===== config.mk =====
export PLATFORM = sky130hd
export DESIGN_NAME = color_mapper
export DESIGN_NICKNAME = d
export VERILOG_FILES = /design/src/pixel_pkg.sv /design/src/color_mapper.sv /design/src/color_compose.sv /design/src/banner_font_addr.sv /design/src/sprite_addr_gen.sv
export SDC_FILE = /design/constraint.sdc
export NUM_CORES = 1
export LEC_CHECK = 0
export ABC_AREA = 1
export BUFFER_PORTS_ARGS = -buffer_cell sky130_fd_sc_hd__buf_2
export CAP_MARGIN = 20
export CORE_ASPECT_RATIO = 1.2
export CORE_MARGIN = 10
export CORE_UTILIZATION = 40
export DETAILED_ROUTE_END_ITERATION = 10
export GPL_TIMING_DRIVEN = 0
export PLACE_DENSITY = 0.64
export SYNTH_ARGS = -nofsm -noshare
export SYNTH_HDL_FRONTEND = slang
export SYNTH_SLANG_ARGS = --single-unit

===== constraint.sdc =====
create_clock -name Clk -period 2.1 [get_ports Clk]
set_clock_uncertainty 0.05 [all_clocks]
set_input_delay 0.42 -clock Clk [delete_from_list [all_inputs] [get_ports Clk]]
set_output_delay 0.42 -clock Clk [all_outputs]
set_load 0.02 [all_outputs]

===== src/pixel_pkg.sv =====
// pixel colour stage definitions
package pixel_pkg;

    // --------------------------------------------------
    // widths
    // --------------------------------------------------
    typedef logic [9:0]  coord_t;                        // screen coord or health length
    typedef logic [18:0] sprite_addr_t;                  // sprite sheet word address
    typedef logic [10:0] font_addr_t;                    // char code * 16 + glyph row
    typedef logic [23:0] rgb_t;                          // r in [23:16], b in [7:0]

    // animation codes, 10 and 15 unused and shown as standing
    typedef enum logic [3:0] {
        ACT_WALK0  = 4'd0,                               // row 0, frames 0..8
        ACT_WALK1  = 4'd1,
        ACT_WALK2  = 4'd2,
        ACT_WALK3  = 4'd3,
        ACT_WALK4  = 4'd4,
        ACT_WALK5  = 4'd5,
        ACT_WALK6  = 4'd6,
        ACT_WALK7  = 4'd7,
        ACT_WALK8  = 4'd8,
        ACT_STAND  = 4'd9,                               // row 1, col 0
        ACT_PUNCH0 = 4'd11,                              // row 1, cols 2..5
        ACT_PUNCH1 = 4'd12,
        ACT_PUNCH2 = 4'd13,
        ACT_PUNCH3 = 4'd14
    } action_e;

    typedef enum logic {
        FACE_LEFT  = 1'b0,                               // frame drawn mirrored
        FACE_RIGHT = 1'b1                                // frame as stored
    } facing_e;

    typedef enum logic [1:0] {
        NO_WINNER = 2'd0,
        P1_WINS   = 2'd1,
        P2_WINS   = 2'd2
    } winner_e;

    // --------------------------------------------------
    // colours
    // --------------------------------------------------
    localparam rgb_t COLOR_KEY   = 24'hff00ff;           // transparent sprite pixel
    localparam rgb_t COLOR_WHITE = 24'hffffff;
    localparam rgb_t COLOR_BLACK = 24'h000000;
    localparam rgb_t COLOR_BLUE  = 24'h0000ff;
    localparam rgb_t COLOR_RED   = 24'hff0000;

    // --------------------------------------------------
    // health bars and win banner
    // --------------------------------------------------
    localparam coord_t BAR_Y_TOP = 10'd20;               // inclusive
    localparam coord_t BAR_Y_BOT = 10'd40;               // inclusive
    localparam coord_t BAR1_X    = 10'd50;               // bar starts one px right of this
    localparam coord_t BAR2_X    = 10'd490;

    localparam coord_t BANNER_X   = 10'd264;             // left edge of cell 0
    localparam coord_t BANNER_Y   = 10'd232;             // top glyph row
    localparam int     GLYPH_W    = 8;
    localparam int     GLYPH_H    = 16;
    localparam int     CELL_PITCH = 10;                  // glyph plus 2 px gap
    localparam int     BANNER_LEN = 13;

    // "PLAYER 0 WINS", digit patched from winner
    localparam logic [0:BANNER_LEN-1][7:0] BANNER_TEXT = {
        8'h50, 8'h4c, 8'h41, 8'h59, 8'h45, 8'h52, 8'h20,
        8'h30, 8'h20, 8'h57, 8'h49, 8'h4e, 8'h53
    };

endpackage

===== src/color_mapper.sv =====
// two stage pixel colour pipeline
`timescale 1ns/1ps

module color_mapper #(
    parameter int SHEET_W = 540,
    parameter int FRAME_W = 60,
    parameter int FRAME_H = 100
) (
    input  logic                    Clk,
    input  logic                    rst_n,
    // pixel in
    input  logic                    in_valid,
    output logic                    in_ready,
    input  pixel_pkg::coord_t       draw_x,
    input  pixel_pkg::coord_t       draw_y,
    input  pixel_pkg::coord_t       p1_x,
    input  pixel_pkg::coord_t       p1_y,
    input  pixel_pkg::coord_t       p2_x,
    input  pixel_pkg::coord_t       p2_y,
    input  pixel_pkg::action_e      action1,
    input  pixel_pkg::action_e      action2,
    input  pixel_pkg::facing_e      facing1,
    input  pixel_pkg::facing_e      facing2,
    input  pixel_pkg::coord_t       health1,
    input  pixel_pkg::coord_t       health2,
    input  pixel_pkg::winner_e      winner,
    // rgb out
    output logic                    out_valid,
    input  logic                    out_ready,
    output logic [7:0]              vga_r,
    output logic [7:0]              vga_g,
    output logic [7:0]              vga_b,
    // sync rom side, data one cycle after rom_en edge
    output pixel_pkg::sprite_addr_t sprite_addr1,
    output pixel_pkg::sprite_addr_t sprite_addr2,
    output pixel_pkg::font_addr_t   font_addr,
    output logic                    rom_en,
    input  pixel_pkg::rgb_t         sprite_data1,
    input  pixel_pkg::rgb_t         sprite_data2,
    input  logic [7:0]              font_data
);

    logic                    advance;                    // both stages move
    logic                    s1_valid;
    logic                    s2_valid;
    // comb results of the incoming pixel
    logic                    hit1_c;
    logic                    hit2_c;
    pixel_pkg::sprite_addr_t addr1_c;
    pixel_pkg::sprite_addr_t addr2_c;
    logic                    in_cell_c;
    pixel_pkg::font_addr_t   font_addr_c;
    logic [2:0]              glyph_col_c;
    logic                    bar_hit_c;
    logic                    bar1_x_ok;
    logic                    bar2_x_ok;
    // stage flags
    logic                    s1_hit1, s1_hit2, s1_in_cell, s1_bar_hit;
    logic [2:0]              s1_glyph_col;
    pixel_pkg::winner_e      s1_winner;
    logic                    s2_hit1, s2_hit2, s2_in_cell, s2_bar_hit;
    logic [2:0]              s2_glyph_col;
    pixel_pkg::winner_e      s2_winner;
    pixel_pkg::rgb_t         color;

    assign advance   = !s2_valid || out_ready;
    assign in_ready  = advance;
    assign rom_en    = advance;                          // roms freeze with the pipe
    assign out_valid = s2_valid;

    // --------------------------------------------------
    // stage 1 address generation
    // --------------------------------------------------
    sprite_addr_gen #(.SHEET_W(SHEET_W), .FRAME_W(FRAME_W), .FRAME_H(FRAME_H)) u_sprite1 (
        .draw_x(draw_x), .draw_y(draw_y), .pos_x(p1_x), .pos_y(p1_y),
        .action(action1), .facing(facing1), .hit(hit1_c), .addr(addr1_c)
    );

    sprite_addr_gen #(.SHEET_W(SHEET_W), .FRAME_W(FRAME_W), .FRAME_H(FRAME_H)) u_sprite2 (
        .draw_x(draw_x), .draw_y(draw_y), .pos_x(p2_x), .pos_y(p2_y),
        .action(action2), .facing(facing2), .hit(hit2_c), .addr(addr2_c)
    );

    banner_font_addr u_banner (
        .draw_x(draw_x), .draw_y(draw_y), .winner(winner),
        .in_cell(in_cell_c), .font_addr(font_addr_c), .glyph_col(glyph_col_c)
    );

    // 11 bit sums so a long bar cannot wrap
    assign bar1_x_ok = (draw_x > pixel_pkg::BAR1_X) &&
                       ({1'b0, draw_x} <= {1'b0, pixel_pkg::BAR1_X} + {1'b0, health1});
    assign bar2_x_ok = (draw_x > pixel_pkg::BAR2_X) &&
                       ({1'b0, draw_x} <= {1'b0, pixel_pkg::BAR2_X} + {1'b0, health2});
    assign bar_hit_c = (draw_y >= pixel_pkg::BAR_Y_TOP) && (draw_y <= pixel_pkg::BAR_Y_BOT) &&
                       (bar1_x_ok || bar2_x_ok);

    // valid bits only
    always_ff @(posedge Clk or negedge rst_n)
    begin
        if (!rst_n)
        begin
            s1_valid <= 1'b0;
            s2_valid <= 1'b0;
        end
        else if (advance)
        begin
            s1_valid <= in_valid;
            s2_valid <= s1_valid;
        end
    end

    always_ff @(posedge Clk)
    begin
        if (advance && in_valid)                         // transfer edge
        begin
            sprite_addr1 <= addr1_c;
            sprite_addr2 <= addr2_c;
            font_addr    <= font_addr_c;
            s1_hit1      <= hit1_c;
            s1_hit2      <= hit2_c;
            s1_in_cell   <= in_cell_c;
            s1_glyph_col <= glyph_col_c;
            s1_winner    <= winner;
            s1_bar_hit   <= bar_hit_c;
        end
    end

    // --------------------------------------------------
    // stage 2, lines up with rom data
    // --------------------------------------------------
    always_ff @(posedge Clk)
    begin
        if (advance && s1_valid)
        begin
            s2_hit1      <= s1_hit1;
            s2_hit2      <= s1_hit2;
            s2_in_cell   <= s1_in_cell;
            s2_glyph_col <= s1_glyph_col;
            s2_winner    <= s1_winner;
            s2_bar_hit   <= s1_bar_hit;
        end
    end

    color_compose u_compose (
        .winner(s2_winner), .in_cell(s2_in_cell), .glyph_col(s2_glyph_col),
        .font_data(font_data), .hit1(s2_hit1), .hit2(s2_hit2),
        .sprite_data1(sprite_data1), .sprite_data2(sprite_data2),
        .bar_hit(s2_bar_hit), .color(color)
    );

    assign vga_r = color[23:16];
    assign vga_g = color[15:8];
    assign vga_b = color[7:0];

    // stalled output holds, rom outputs included
    assert property (@(posedge Clk) disable iff (!rst_n)
        out_valid && !out_ready |=> out_valid && $stable({vga_r, vga_g, vga_b}))
        else $error("rgb changed under back-pressure");

    // roms keep their last read while the pipe is frozen
    assert property (@(posedge Clk) disable iff (!rst_n)
        !rom_en |=> $stable({sprite_data1, sprite_data2, font_data}))
        else $error("rom data changed while rom_en was low");

endmodule


===== src/color_compose.sv =====
// output colour priority select
`timescale 1ns/1ps

module color_compose (
    input  pixel_pkg::winner_e winner,
    input  logic               in_cell,                  // banner glyph cell
    input  logic [2:0]         glyph_col,
    input  logic [7:0]         font_data,                // msb is leftmost glyph px
    input  logic               hit1,
    input  logic               hit2,
    input  pixel_pkg::rgb_t    sprite_data1,
    input  pixel_pkg::rgb_t    sprite_data2,
    input  logic               bar_hit,                  // either health bar
    output pixel_pkg::rgb_t    color
);

    logic glyph_on;                                      // font bit under this pixel
    logic opaque1;
    logic opaque2;

    assign glyph_on = in_cell && font_data[3'd7 - glyph_col];
    assign opaque1  = (sprite_data1 != pixel_pkg::COLOR_KEY);
    assign opaque2  = (sprite_data2 != pixel_pkg::COLOR_KEY);

    // --------------------------------------------------
    // banner > p1 > p2 > bars > background
    // --------------------------------------------------
    always_comb
    begin
        if (winner != pixel_pkg::NO_WINNER)
        begin
            color = glyph_on ? pixel_pkg::COLOR_BLUE     // text on black screen
                             : pixel_pkg::COLOR_BLACK;
        end
        else if (hit1)
        begin
            if (opaque1)
            begin
                color = pixel_pkg::COLOR_BLACK;          // p1 drawn black
            end
            else if (hit2 && opaque2)
            begin
                color = pixel_pkg::COLOR_BLUE;           // p2 shows through p1 key
            end
            else
            begin
                color = pixel_pkg::COLOR_WHITE;
            end
        end
        else if (hit2)
        begin
            color = opaque2 ? pixel_pkg::COLOR_BLUE      // p2 drawn blue
                            : pixel_pkg::COLOR_WHITE;
        end
        else if (bar_hit)
        begin
            color = pixel_pkg::COLOR_RED;
        end
        else
        begin
            color = pixel_pkg::COLOR_WHITE;              // background
        end
    end

endmodule


===== src/banner_font_addr.sv =====
// win banner font address
`timescale 1ns/1ps

module banner_font_addr (
    input  pixel_pkg::coord_t     draw_x,
    input  pixel_pkg::coord_t     draw_y,
    input  pixel_pkg::winner_e    winner,
    output logic                  in_cell,               // pixel on a glyph cell
    output pixel_pkg::font_addr_t font_addr,
    output logic [2:0]            glyph_col              // column inside the cell
);

    localparam int DIGIT_CELL = 7;                       // "0" replaced by winner

    logic              row_ok;                           // inside banner rows
    logic              found;
    logic [3:0]        cell_idx;
    pixel_pkg::coord_t cell_x;                           // left edge of cell under test
    pixel_pkg::coord_t col_off;
    pixel_pkg::coord_t row_off;
    logic [7:0]        char_code;

    assign row_off = draw_y - pixel_pkg::BANNER_Y;
    assign row_ok  = (draw_y >= pixel_pkg::BANNER_Y) && (32'(row_off) < pixel_pkg::GLYPH_H);

    // --------------------------------------------------
    // cell search
    // --------------------------------------------------
    always_comb
    begin
        found    = 1'b0;
        cell_idx = 4'd0;
        col_off  = '0;
        cell_x   = pixel_pkg::BANNER_X;
        for (int i = 0; i < pixel_pkg::BANNER_LEN; i++)
        begin
            cell_x = pixel_pkg::coord_t'(pixel_pkg::BANNER_X + i * pixel_pkg::CELL_PITCH);
            if ((draw_x >= cell_x) && (32'(draw_x) < 32'(cell_x) + pixel_pkg::GLYPH_W))
            begin
                found    = 1'b1;
                cell_idx = 4'(i);
                col_off  = draw_x - cell_x;              // per cell, not from cell 0
            end
        end
    end

    // ascii '0' + 1 or 2 gives the winning player digit
    always_comb
    begin
        char_code = pixel_pkg::BANNER_TEXT[cell_idx];
        if (cell_idx == 4'(DIGIT_CELL))
        begin
            char_code = pixel_pkg::BANNER_TEXT[DIGIT_CELL] + 8'(winner);
        end
    end

    assign in_cell   = (winner != pixel_pkg::NO_WINNER) && row_ok && found;
    assign font_addr = in_cell ? {char_code[6:0], row_off[3:0]} : '0;   // code*16 + row
    assign glyph_col = col_off[2:0];

endmodule


===== src/sprite_addr_gen.sv =====
// sprite hit and sheet address
`timescale 1ns/1ps

module sprite_addr_gen #(
    parameter int SHEET_W = 540,                         // sheet width in pixels
    parameter int FRAME_W = 60,
    parameter int FRAME_H = 100
) (
    input  pixel_pkg::coord_t       draw_x,
    input  pixel_pkg::coord_t       draw_y,
    input  pixel_pkg::coord_t       pos_x,               // frame top left
    input  pixel_pkg::coord_t       pos_y,
    input  pixel_pkg::action_e      action,
    input  pixel_pkg::facing_e      facing,
    output logic                    hit,
    output pixel_pkg::sprite_addr_t addr
);

    pixel_pkg::coord_t       dx;                         // offset inside frame
    pixel_pkg::coord_t       dy;
    pixel_pkg::coord_t       col;                        // after mirroring
    logic [3:0]              frame_col;                  // frame index in its row
    logic                    frame_row;                  // 0 walk row, 1 stand/punch row
    pixel_pkg::sprite_addr_t base;

    assign dx  = draw_x - pos_x;                         // wraps when left of frame
    assign dy  = draw_y - pos_y;
    assign hit = (draw_x >= pos_x) && (32'(dx) < FRAME_W) &&
                 (draw_y >= pos_y) && (32'(dy) < FRAME_H);

    // --------------------------------------------------
    // frame selection
    // --------------------------------------------------
    always_comb
    begin
        frame_col = 4'd0;                                // standing frame
        frame_row = 1'b1;
        case (action)
            pixel_pkg::ACT_WALK0, pixel_pkg::ACT_WALK1, pixel_pkg::ACT_WALK2,
            pixel_pkg::ACT_WALK3, pixel_pkg::ACT_WALK4, pixel_pkg::ACT_WALK5,
            pixel_pkg::ACT_WALK6, pixel_pkg::ACT_WALK7, pixel_pkg::ACT_WALK8:
            begin
                frame_col = action;                      // code is the frame index
                frame_row = 1'b0;
            end
            pixel_pkg::ACT_PUNCH0, pixel_pkg::ACT_PUNCH1,
            pixel_pkg::ACT_PUNCH2, pixel_pkg::ACT_PUNCH3:
            begin
                frame_col = action - 4'd9;               // 11..14 -> 2..5
            end
            default:
            begin
                frame_col = 4'd0;                        // stand, also 10 and 15
            end
        endcase
    end

    assign col  = (facing == pixel_pkg::FACE_RIGHT) ? dx
                                                    : pixel_pkg::coord_t'(FRAME_W - 1) - dx;
    assign base = pixel_pkg::sprite_addr_t'(frame_col) * pixel_pkg::sprite_addr_t'(FRAME_W) +
                  (frame_row ? pixel_pkg::sprite_addr_t'(FRAME_H * SHEET_W) : '0);
    assign addr = base + pixel_pkg::sprite_addr_t'(dy) * pixel_pkg::sprite_addr_t'(SHEET_W) +
                  pixel_pkg::sprite_addr_t'(col);

    // frame table must fit the two sheet rows
    always_comb
    begin
        if (hit)
        begin
            assert final (32'(addr) < 2 * FRAME_H * SHEET_W)
                else $error("sprite address %h past sheet end", addr);
        end
    end

endmodule


==> results of run 1 <==
## through the flow
step,setup slack [ns],hold slack (ns),cells,instance area (um2),TNS [ns]
after floorplan,-3.82,0.0744,1689,13500,-101.91
after global placement,-4.57,0.167,2315,15100,-180.92
after detailed placement,-4.68,0.166,2316,15100,-150.57
after CTS,-3.67,0.233,2447,17800,-103.12
after global routing,-4.06,0.259,2486,18800,-116.07
final,-3.80,0.252,2486,18800,-108.34
## placed cells by master (no fill, tap or decap), types with 9 or more instances in the layout
cell and count:
sky130_fd_sc_hd__nand3_1 67, sky130_fd_sc_hd__o21ai_1 12, sky130_fd_sc_hd__a21oi_1 61, sky130_fd_sc_hd__ha_2 10
sky130_fd_sc_hd__nor2_2 16, sky130_fd_sc_hd__buf_8 9, sky130_fd_sc_hd__nor2_4 12, sky130_fd_sc_hd__o21ai_2 12
sky130_fd_sc_hd__xor2_2 12, sky130_fd_sc_hd__ha_4 73, sky130_fd_sc_hd__o21ai_0 31, sky130_fd_sc_hd__a21oi_4 11
sky130_fd_sc_hd__nand3_2 21, sky130_fd_sc_hd__inv_1 307, sky130_fd_sc_hd__nand4_1 37, sky130_fd_sc_hd__nor2_1 90
sky130_fd_sc_hd__xnor2_1 25, sky130_fd_sc_hd__nand2_2 38, sky130_fd_sc_hd__a21oi_2 33, sky130_fd_sc_hd__buf_6 87
sky130_fd_sc_hd__inv_2 73, sky130_fd_sc_hd__nand2_1 240, sky130_fd_sc_hd__xor2_1 53, sky130_fd_sc_hd__fa_1 53
sky130_fd_sc_hd__nor3_1 10, sky130_fd_sc_hd__fa_2 13, sky130_fd_sc_hd__edfxtp_1 67, sky130_fd_sc_hd__nand2_4 16
sky130_fd_sc_hd__buf_2 175, sky130_fd_sc_hd__clkbuf_16 9, sky130_fd_sc_hd__ha_1 145, sky130_fd_sc_hd__buf_4 124
## critical path: cells and delay by family
family | cells | cell delay [ns]
xor+xnor | 2 | 0.49
fa+ha+maj | 9 | 3.17
compound gates | 6 | 0.91
simple gates | 6 | 0.41
buf+inv | 7 | 0.53
## flip-flops by register name, indices dropped and copies added, names as in the netlist
register	flops
font_addr	11
out_valid	1
s1_bar_hit	1
s1_glyph_col	3
s1_hit1	1
s1_hit2	1
s1_in_cell	1
s1_valid	1
s1_winner	2
s2_bar_hit	1
s2_glyph_col	3
s2_hit1	1
s2_hit2	1
s2_in_cell	1
s2_winner	2
sprite_addr1	19
sprite_addr2	19
## layer usage
| layer | up-vias | share of wire (%) | GRT usage, % |
|---|---|---|---|
| met1 | 5743 | 43 | 22.5 |
| met3 | 47 | 5.3 | 3.29 |
| met2 | 316 | 50 | 33.0 |
| met4 | 0 | 2.1 | 5.27 |
| met5 | - | 0 | 0 |
| li1 | 6208 | - | - |
## worst paths after layout
kind	end	start	depth (start not counted)	slack [ns]
worst max-delay path	sprite_addr2[17]	draw_y[0]	30	-3.80
worst min-delay path	s1_winner[0]	winner[0]	1	0.25
worst max register to register	sprite_addr1[18]	out_valid	6	0.23
worst min register to register	s2_bar_hit	s1_bar_hit	0	0.37
max in group asynchronous	out_valid	rst_n	2	1.55
min in group asynchronous	out_valid	rst_n	2	0.34
## area by class of cell
class | count | area, um2 | share of cell area (%)
clock buffers | 11 | 233 | 1.24
plain buffers | 27 | 295 | 1.57
repair buffers | 382 | 2850 | 15.1
well taps | 401 | 502 | 2.67
flip-flops and latches | 69 | 2060 | 11.0
multi-input cells | 1193 | 11200 | 59.7
inverters | 398 | 1590 | 8.46
clock inverters | 5 | 51.3 | 0.273
## timing repair
action                                  CTS  global route
endpoints found under the hold margin     2             0
gates resized for setup                 358           157
cloned                                    1             0
hold buffers                              1             0
endpoints found under the setup margin   76            73
setup buffers                           116            43
pin swaps                               198           132
## cells by family (layout without fill, tap and decap cells)
logic type	count (synthesis)	in the layout
buffers and inverters	427	823
DFF	69	69
adders and majority gates	294	294
and+or+nand+nor	583	583
muxes	1	1
xor gates and xnor gates	101	101
AOI/OAI and AO/OA	214	214
==> flow_results.xml, run 1 <==
<?xml version="1.0" encoding="UTF-8"?>
<metrics>
  <group name="status">
    <metric name="outcome" unit="">finished with violations</metric>
    <metric name="failed_checks" unit="">negative setup slack</metric>
  </group>
  <group name="setup_path">
    <metric name="peak_fanout_along_the_critical_path" unit="">4</metric>
    <metric name="path_class" unit="">in -&gt; reg</metric>
    <metric name="cpPeakStageDelay" unit="ns">0.54</metric>
    <metric name="cp-start-kind" unit="">input port</metric>
    <metric name="path_common_cell" unit="">sky130_fd_sc_hd__ha_4</metric>
    <metric name="end_kind" unit="">register</metric>
    <metric name="timing.critical_path.slowest_stage_cell" unit="">sky130_fd_sc_hd__fa_2</metric>
    <metric name="crit_required" unit="ns">2.16</metric>
    <metric name="critPathArrivalTime" unit="ns">5.96</metric>
  </group>
  <group name="timing">
    <metric name="clock.fmax" unit="MHz">170</metric>
    <metric name="final_hold_viol_count" unit="">0</metric>
    <metric name="timing.final.ws_setup" unit="ns">-3.80</metric>
    <metric name="grt_setup_unrepaired" unit="">true</metric>
    <metric name="min_period" unit="ns">5.90</metric>
    <metric name="finalCritPeriodShare" unit="%">281</metric>
    <metric name="worst_slew_pin_slew" unit="ns">0.786</metric>
    <metric name="final_report_setup_violation_count" unit="">67</metric>
    <metric name="relSlewSlack" unit="%">47.4</metric>
    <metric name="final_max_slew_viol_count" unit="">0</metric>
  </group>
  <group name="cts">
    <metric name="cts-root-to-sink-buffers" unit="">2</metric>
    <metric name="h_tree_lvl_count" unit="">3</metric>
    <metric name="ctsRootBufferMaster" unit="">sky130_fd_sc_hd__clkbuf_16</metric>
    <metric name="clock_tree_from_tritoncts" unit="">built</metric>
    <metric name="clock_buffer_count_from_cts" unit="">9</metric>
    <metric name="clkLatencyLatePin" unit="ns">0.35</metric>
    <metric name="clk_transition_reported_paths" unit="ns">0.06</metric>
    <metric name="total_number_of_clock_tree_sinks" unit="">69</metric>
  </group>
  <group name="floorplan">
    <metric name="start_util" unit="%">40.4</metric>
    <metric name="die_width" unit="um">182</metric>
    <metric name="io-pin-count" unit="">228</metric>
    <metric name="fp-row-count" unit="">71</metric>
    <metric name="die_area" unit="um2">39200</metric>
    <metric name="floorplan.core_area" unit="um2">31300</metric>
    <metric name="die_height" unit="um">215</metric>
  </group>
  <group name="yosys">
    <metric name="synth-edff-count" unit="">67</metric>
    <metric name="synthesis.area" unit="um2">12600</metric>
    <metric name="post_synth.cell_area_avg" unit="um2">7.49</metric>
    <metric name="yosysUniqueCellTypes" unit="">54</metric>
    <metric name="synth_xor_xnor_area_share" unit="%">6.99</metric>
    <metric name="yosys.area.top_type_share" unit="%">22.6</metric>
    <metric name="syn-num-nets" unit="">2135</metric>
    <metric name="synth_fa_ha_area_share" unit="%">33.0</metric>
    <metric name="netlist_instances" unit="">1689</metric>
    <metric name="synth-seq-cells" unit="">69</metric>
    <metric name="synth.area.mux_share" unit="%">0.0791</metric>
    <metric name="synth_top_family_by_area" unit="">adder cells</metric>
    <metric name="list_of_most_frequent_post_synthesis_cells" unit="">sky130_fd_sc_hd__inv_1 (392), sky130_fd_sc_hd__nand2_1 (289), sky130_fd_sc_hd__ha_1 (228)</metric>
    <metric name="synth_compound_area_share" unit="%">9.68</metric>
    <metric name="ys_seq_area_share" unit="%">16.3</metric>
    <metric name="synth_area_leaders" unit="">sky130_fd_sc_hd__ha_1 (23%), sky130_fd_sc_hd__edfxtp_1 (16%), sky130_fd_sc_hd__inv_1 (12%), sky130_fd_sc_hd__fa_1 (10%), sky130_fd_sc_hd__nand2_1 (8.6%)</metric>
    <metric name="yosys.area.top_type" unit="">sky130_fd_sc_hd__ha_1</metric>
    <metric name="postSynth.asyncResetShare" unit="%">2.90</metric>
    <metric name="post_synth_and_or_nand_nor_area_fraction" unit="%">20.5</metric>
    <metric name="synth.most_common_cell" unit="">sky130_fd_sc_hd__inv_1</metric>
    <metric name="count_of_synthesis_stage_warnings_from_yosys" unit="">0</metric>
    <metric name="synthFlopType" unit="">sky130_fd_sc_hd__edfxtp_1</metric>
  </group>
  <group name="layout">
    <metric name="areaGrowthSynthToFinish" unit="%">48.8</metric>
    <metric name="drive_gt1_share" unit="%">40.3</metric>
    <metric name="postLayoutCoreUtil" unit="%">60.2</metric>
    <metric name="final_nets" unit="">2526</metric>
    <metric name="filler_cell_count" unit="">2664</metric>
    <metric name="count_of_antenna_diodes_in_the_layout" unit="">0</metric>
  </group>
  <group name="detailed_routing">
    <metric name="detailroute.via_count" unit="">12300</metric>
    <metric name="antenna_violating_nets_post_route" unit="">0</metric>
    <metric name="wl_per_cell" unit="um">15.5</metric>
    <metric name="drt_first_pass_iters" unit="">5</metric>
    <metric name="detail_route.iter0.violations" unit="">407</metric>
    <metric name="finalWirelength" unit="um">38400</metric>
    <metric name="vias_per_cell" unit="">4.95</metric>
    <metric name="drt_drc_violations_left" unit="">0</metric>
  </group>
  <group name="global_route">
    <metric name="grt_use_total" unit="%">18.6</metric>
    <metric name="grt_overflow" unit="">0</metric>
    <metric name="grt_first_pass_wirelength" unit="um">60900</metric>
    <metric name="grt_start_max_net_pins" unit="">40</metric>
    <metric name="first_global_vias" unit="">12500</metric>
    <metric name="initial_antenna_violation_count" unit="">0</metric>
  </group>
  <group name="run">
    <metric name="max_cap_viols" unit="">0</metric>
  </group>
  <group name="place">
    <metric name="detailed_place_hpwl" unit="um">29100</metric>
    <metric name="routabilityCongestion" unit="">0.918</metric>
    <metric name="io_buffer_count" unit="">225</metric>
  </group>
  <group name="worst_hold_path">
    <metric name="timing.hold.worst.class" unit="">in -&gt; reg</metric>
  </group>
</metrics>
Power of run 1 is left out: the tool's default activity adds up to more than one toggle a clock period on the data nets, which glitch-free logic cannot reach.
==> run 2, diff against run 1 <==
Settings changed: GPL_TIMING_DRIVEN 0 to 1.
==> run 2 against run 1 <==
Compared with the run above:
- highest routed layer unchanged
- maximum frequency fell by 1.4%
- core utilization rose by 10 points
- critical endpoint is now sprite_addr1[18]
- hold slack got worse by 0.016 ns
- clock-buffer cell count fell by 2
- the run still ends with negative setup slack left
==> flow_results.xml, run 2 (synthesis results as in run 1) <==
<?xml version="1.0" encoding="UTF-8"?>
<metrics>
  <group name="place">
    <metric name="routabilityCongestion" unit="">0.895</metric>
    <metric name="detailed_place_hpwl" unit="um">32900</metric>
    <metric name="placed_cells" unit="">2680</metric>
    <metric name="io_buffer_count" unit="">227</metric>
  </group>
  <group name="floorplan">
    <metric name="die_height" unit="um">215</metric>
    <metric name="die_width" unit="um">182</metric>
    <metric name="start_util" unit="%">40.4</metric>
    <metric name="floorplan.core_area" unit="um2">31300</metric>
    <metric name="fp-row-count" unit="">71</metric>
    <metric name="io-pin-count" unit="">228</metric>
    <metric name="die_area" unit="um2">39200</metric>
  </group>
  <group name="run">
    <metric name="max_cap_viols" unit="">0</metric>
  </group>
  <group name="detailed_routing">
    <metric name="detailroute.via_count" unit="">14100</metric>
    <metric name="wl_met1" unit="um">18200</metric>
    <metric name="wl_met3" unit="um">2360</metric>
    <metric name="vias_per_cell" unit="">4.94</metric>
    <metric name="top_layer_used" unit="">met4</metric>
    <metric name="drt_drc_violations_left" unit="">0</metric>
    <metric name="wl_per_cell" unit="um">16.4</metric>
    <metric name="detail_route.iter0.violations" unit="">663</metric>
    <metric name="sum_of_met2_wire_segment_lengths_after_detailed_routing" unit="um">24700</metric>
    <metric name="drt_first_pass_iters" unit="">7</metric>
    <metric name="finalWirelength" unit="um">46700</metric>
    <metric name="antenna_violating_nets_post_route" unit="">0</metric>
  </group>
  <group name="cts">
    <metric name="ctsRootBufferMaster" unit="">sky130_fd_sc_hd__clkbuf_16</metric>
    <metric name="h_tree_lvl_count" unit="">3</metric>
    <metric name="total_number_of_clock_tree_sinks" unit="">69</metric>
    <metric name="cts-root-to-sink-buffers" unit="">2</metric>
    <metric name="clkLatencyLatePin" unit="ns">0.37</metric>
    <metric name="clock_buffer_count_from_cts" unit="">9</metric>
    <metric name="clk_transition_reported_paths" unit="ns">0.07</metric>
    <metric name="clock_tree_from_tritoncts" unit="">built</metric>
  </group>
  <group name="layout">
    <metric name="final_cell_mix" unit="">sky130_fd_sc_hd__buf_4 (450), sky130_fd_sc_hd__inv_1 (309), sky130_fd_sc_hd__nand2_1 (224)</metric>
    <metric name="layout_commonest_cell" unit="">sky130_fd_sc_hd__buf_4</metric>
    <metric name="fin_cells" unit="">2857</metric>
    <metric name="drive_gt1_share" unit="%">50.5</metric>
    <metric name="multi_input_comb_area" unit="um2">11300</metric>
    <metric name="seqCellArea" unit="um2">2060</metric>
    <metric name="postLayoutCoreUtil" unit="%">70.3</metric>
    <metric name="filler_cell_count" unit="">2213</metric>
    <metric name="biggestRegsByFlops" unit="">sprite_addr1 x19, sprite_addr2 x19, font_addr x11</metric>
    <metric name="areaGrowthSynthToFinish" unit="%">73.7</metric>
    <metric name="final_nets" unit="">2896</metric>
  </group>
  <group name="setup_path">
    <metric name="path_common_cell" unit="">sky130_fd_sc_hd__ha_4</metric>
    <metric name="critPathArrivalTime" unit="ns">6.06</metric>
    <metric name="cp-start-kind" unit="">input port</metric>
    <metric name="peak_fanout_along_the_critical_path" unit="">4</metric>
    <metric name="crit_required" unit="ns">2.18</metric>
    <metric name="path_class" unit="">in -&gt; reg</metric>
    <metric name="cpPeakStageDelay" unit="ns">0.53</metric>
    <metric name="end_kind" unit="">register</metric>
    <metric name="timing.critical_path.slowest_stage_cell" unit="">sky130_fd_sc_hd__fa_1</metric>
  </group>
  <group name="timing">
    <metric name="min_period" unit="ns">5.98</metric>
    <metric name="grt_setup_unrepaired" unit="">true</metric>
    <metric name="worst_slew_pin_slew" unit="ns">0.752</metric>
    <metric name="timing.final.ws_setup" unit="ns">-3.88</metric>
    <metric name="final_max_slew_viol_count" unit="">0</metric>
    <metric name="finalCritPeriodShare" unit="%">285</metric>
    <metric name="final_report_setup_violation_count" unit="">75</metric>
    <metric name="clock.fmax" unit="MHz">167</metric>
    <metric name="final_hold_viol_count" unit="">0</metric>
    <metric name="relSlewSlack" unit="%">49.7</metric>
  </group>
  <group name="global_route">
    <metric name="grt_start_max_net_pins" unit="">59</metric>
    <metric name="first_global_vias" unit="">14400</metric>
    <metric name="grt_first_pass_wirelength" unit="um">68500</metric>
    <metric name="grt_overflow" unit="">0</metric>
    <metric name="initial_antenna_violation_count" unit="">0</metric>
    <metric name="grt_use_total" unit="%">21.0</metric>
  </group>
  <group name="status">
    <metric name="outcome" unit="">finished with violations</metric>
    <metric name="failed_checks" unit="">negative setup slack</metric>
  </group>
  <group name="worst_hold_path">
    <metric name="timing.hold.worst.class" unit="">in -&gt; reg</metric>
  </group>
</metrics>
run 2: worst max-delay path, delay by kind of cell:
kind,cells,cell delay (ns)
simple gates,13,1.39
fa+ha+maj,9,2.60
buf+inv,7,0.48
xor+xnor,2,0.36
compound gates,5,0.76
run 2: worst paths after layout:
| path | from | end | slack, ns | cells past startpoint |
|---|---|---|---|---|
| worst max-delay path | draw_y[0] | sprite_addr1[18] | -3.88 | 36 |
| worst min-delay path | winner[1] | s1_winner[1] | 0.24 | 1 |
| worst max register to register | out_valid | sprite_addr1[1] | 0.59 | 6 |
| worst min register to register | s1_winner[0] | s2_winner[0] | 0.37 | 0 |
| max in group asynchronous | rst_n | out_valid | 1.56 | 2 |
| min in group asynchronous | rst_n | out_valid | 0.32 | 2 |
run 2: stage by stage:
stage	hold WS, ns	worst slack [ns]	area [um2]	TNS [ns]
2_1_floorplan	0.0744	-3.82	13500	-101.91
3_3_place_gp	0.168	-4.13	17900	-131.10
3_5_place_dp	0.167	-4.28	17900	-135.40
4_1_cts	0.212	-3.64	20700	-104.26
5_1_grt	0.237	-4.12	22000	-121.30
6_report	0.236	-3.88	22000	-111.42
run 2: final cells by class:
type                    count  share of cell area, %
well taps                 401                   2.28
flip-flops and latches     69                   9.39
clock inverters             7                  0.444
multi-input cells        1194                   51.4
inverters                 398                   7.34
diodes                      1                 0.0114
repair buffers            778                   28.1
clock buffers               9                   1.03
run 2: repair_timing:
item | in CTS | in global routing
hold buffers | 1 | 0
setup endpoints to repair | 76 | 76
cloned | 1 | 0
gates resized for setup | 361 | 249
pin swaps | 196 | 154
setup buffers | 133 | 38
endpoints found under the hold margin | 2 | 0
run 2: metal layers:
layer  vias to the layer above  global-route usage [%]
met4                         0                    6.08
met1                      6611                    23.6
met5                         -                       0
met2                       457                    39.1
li1                       6941                       -
met3                       106                    3.68
Power of run 2 is left out for the same reason.
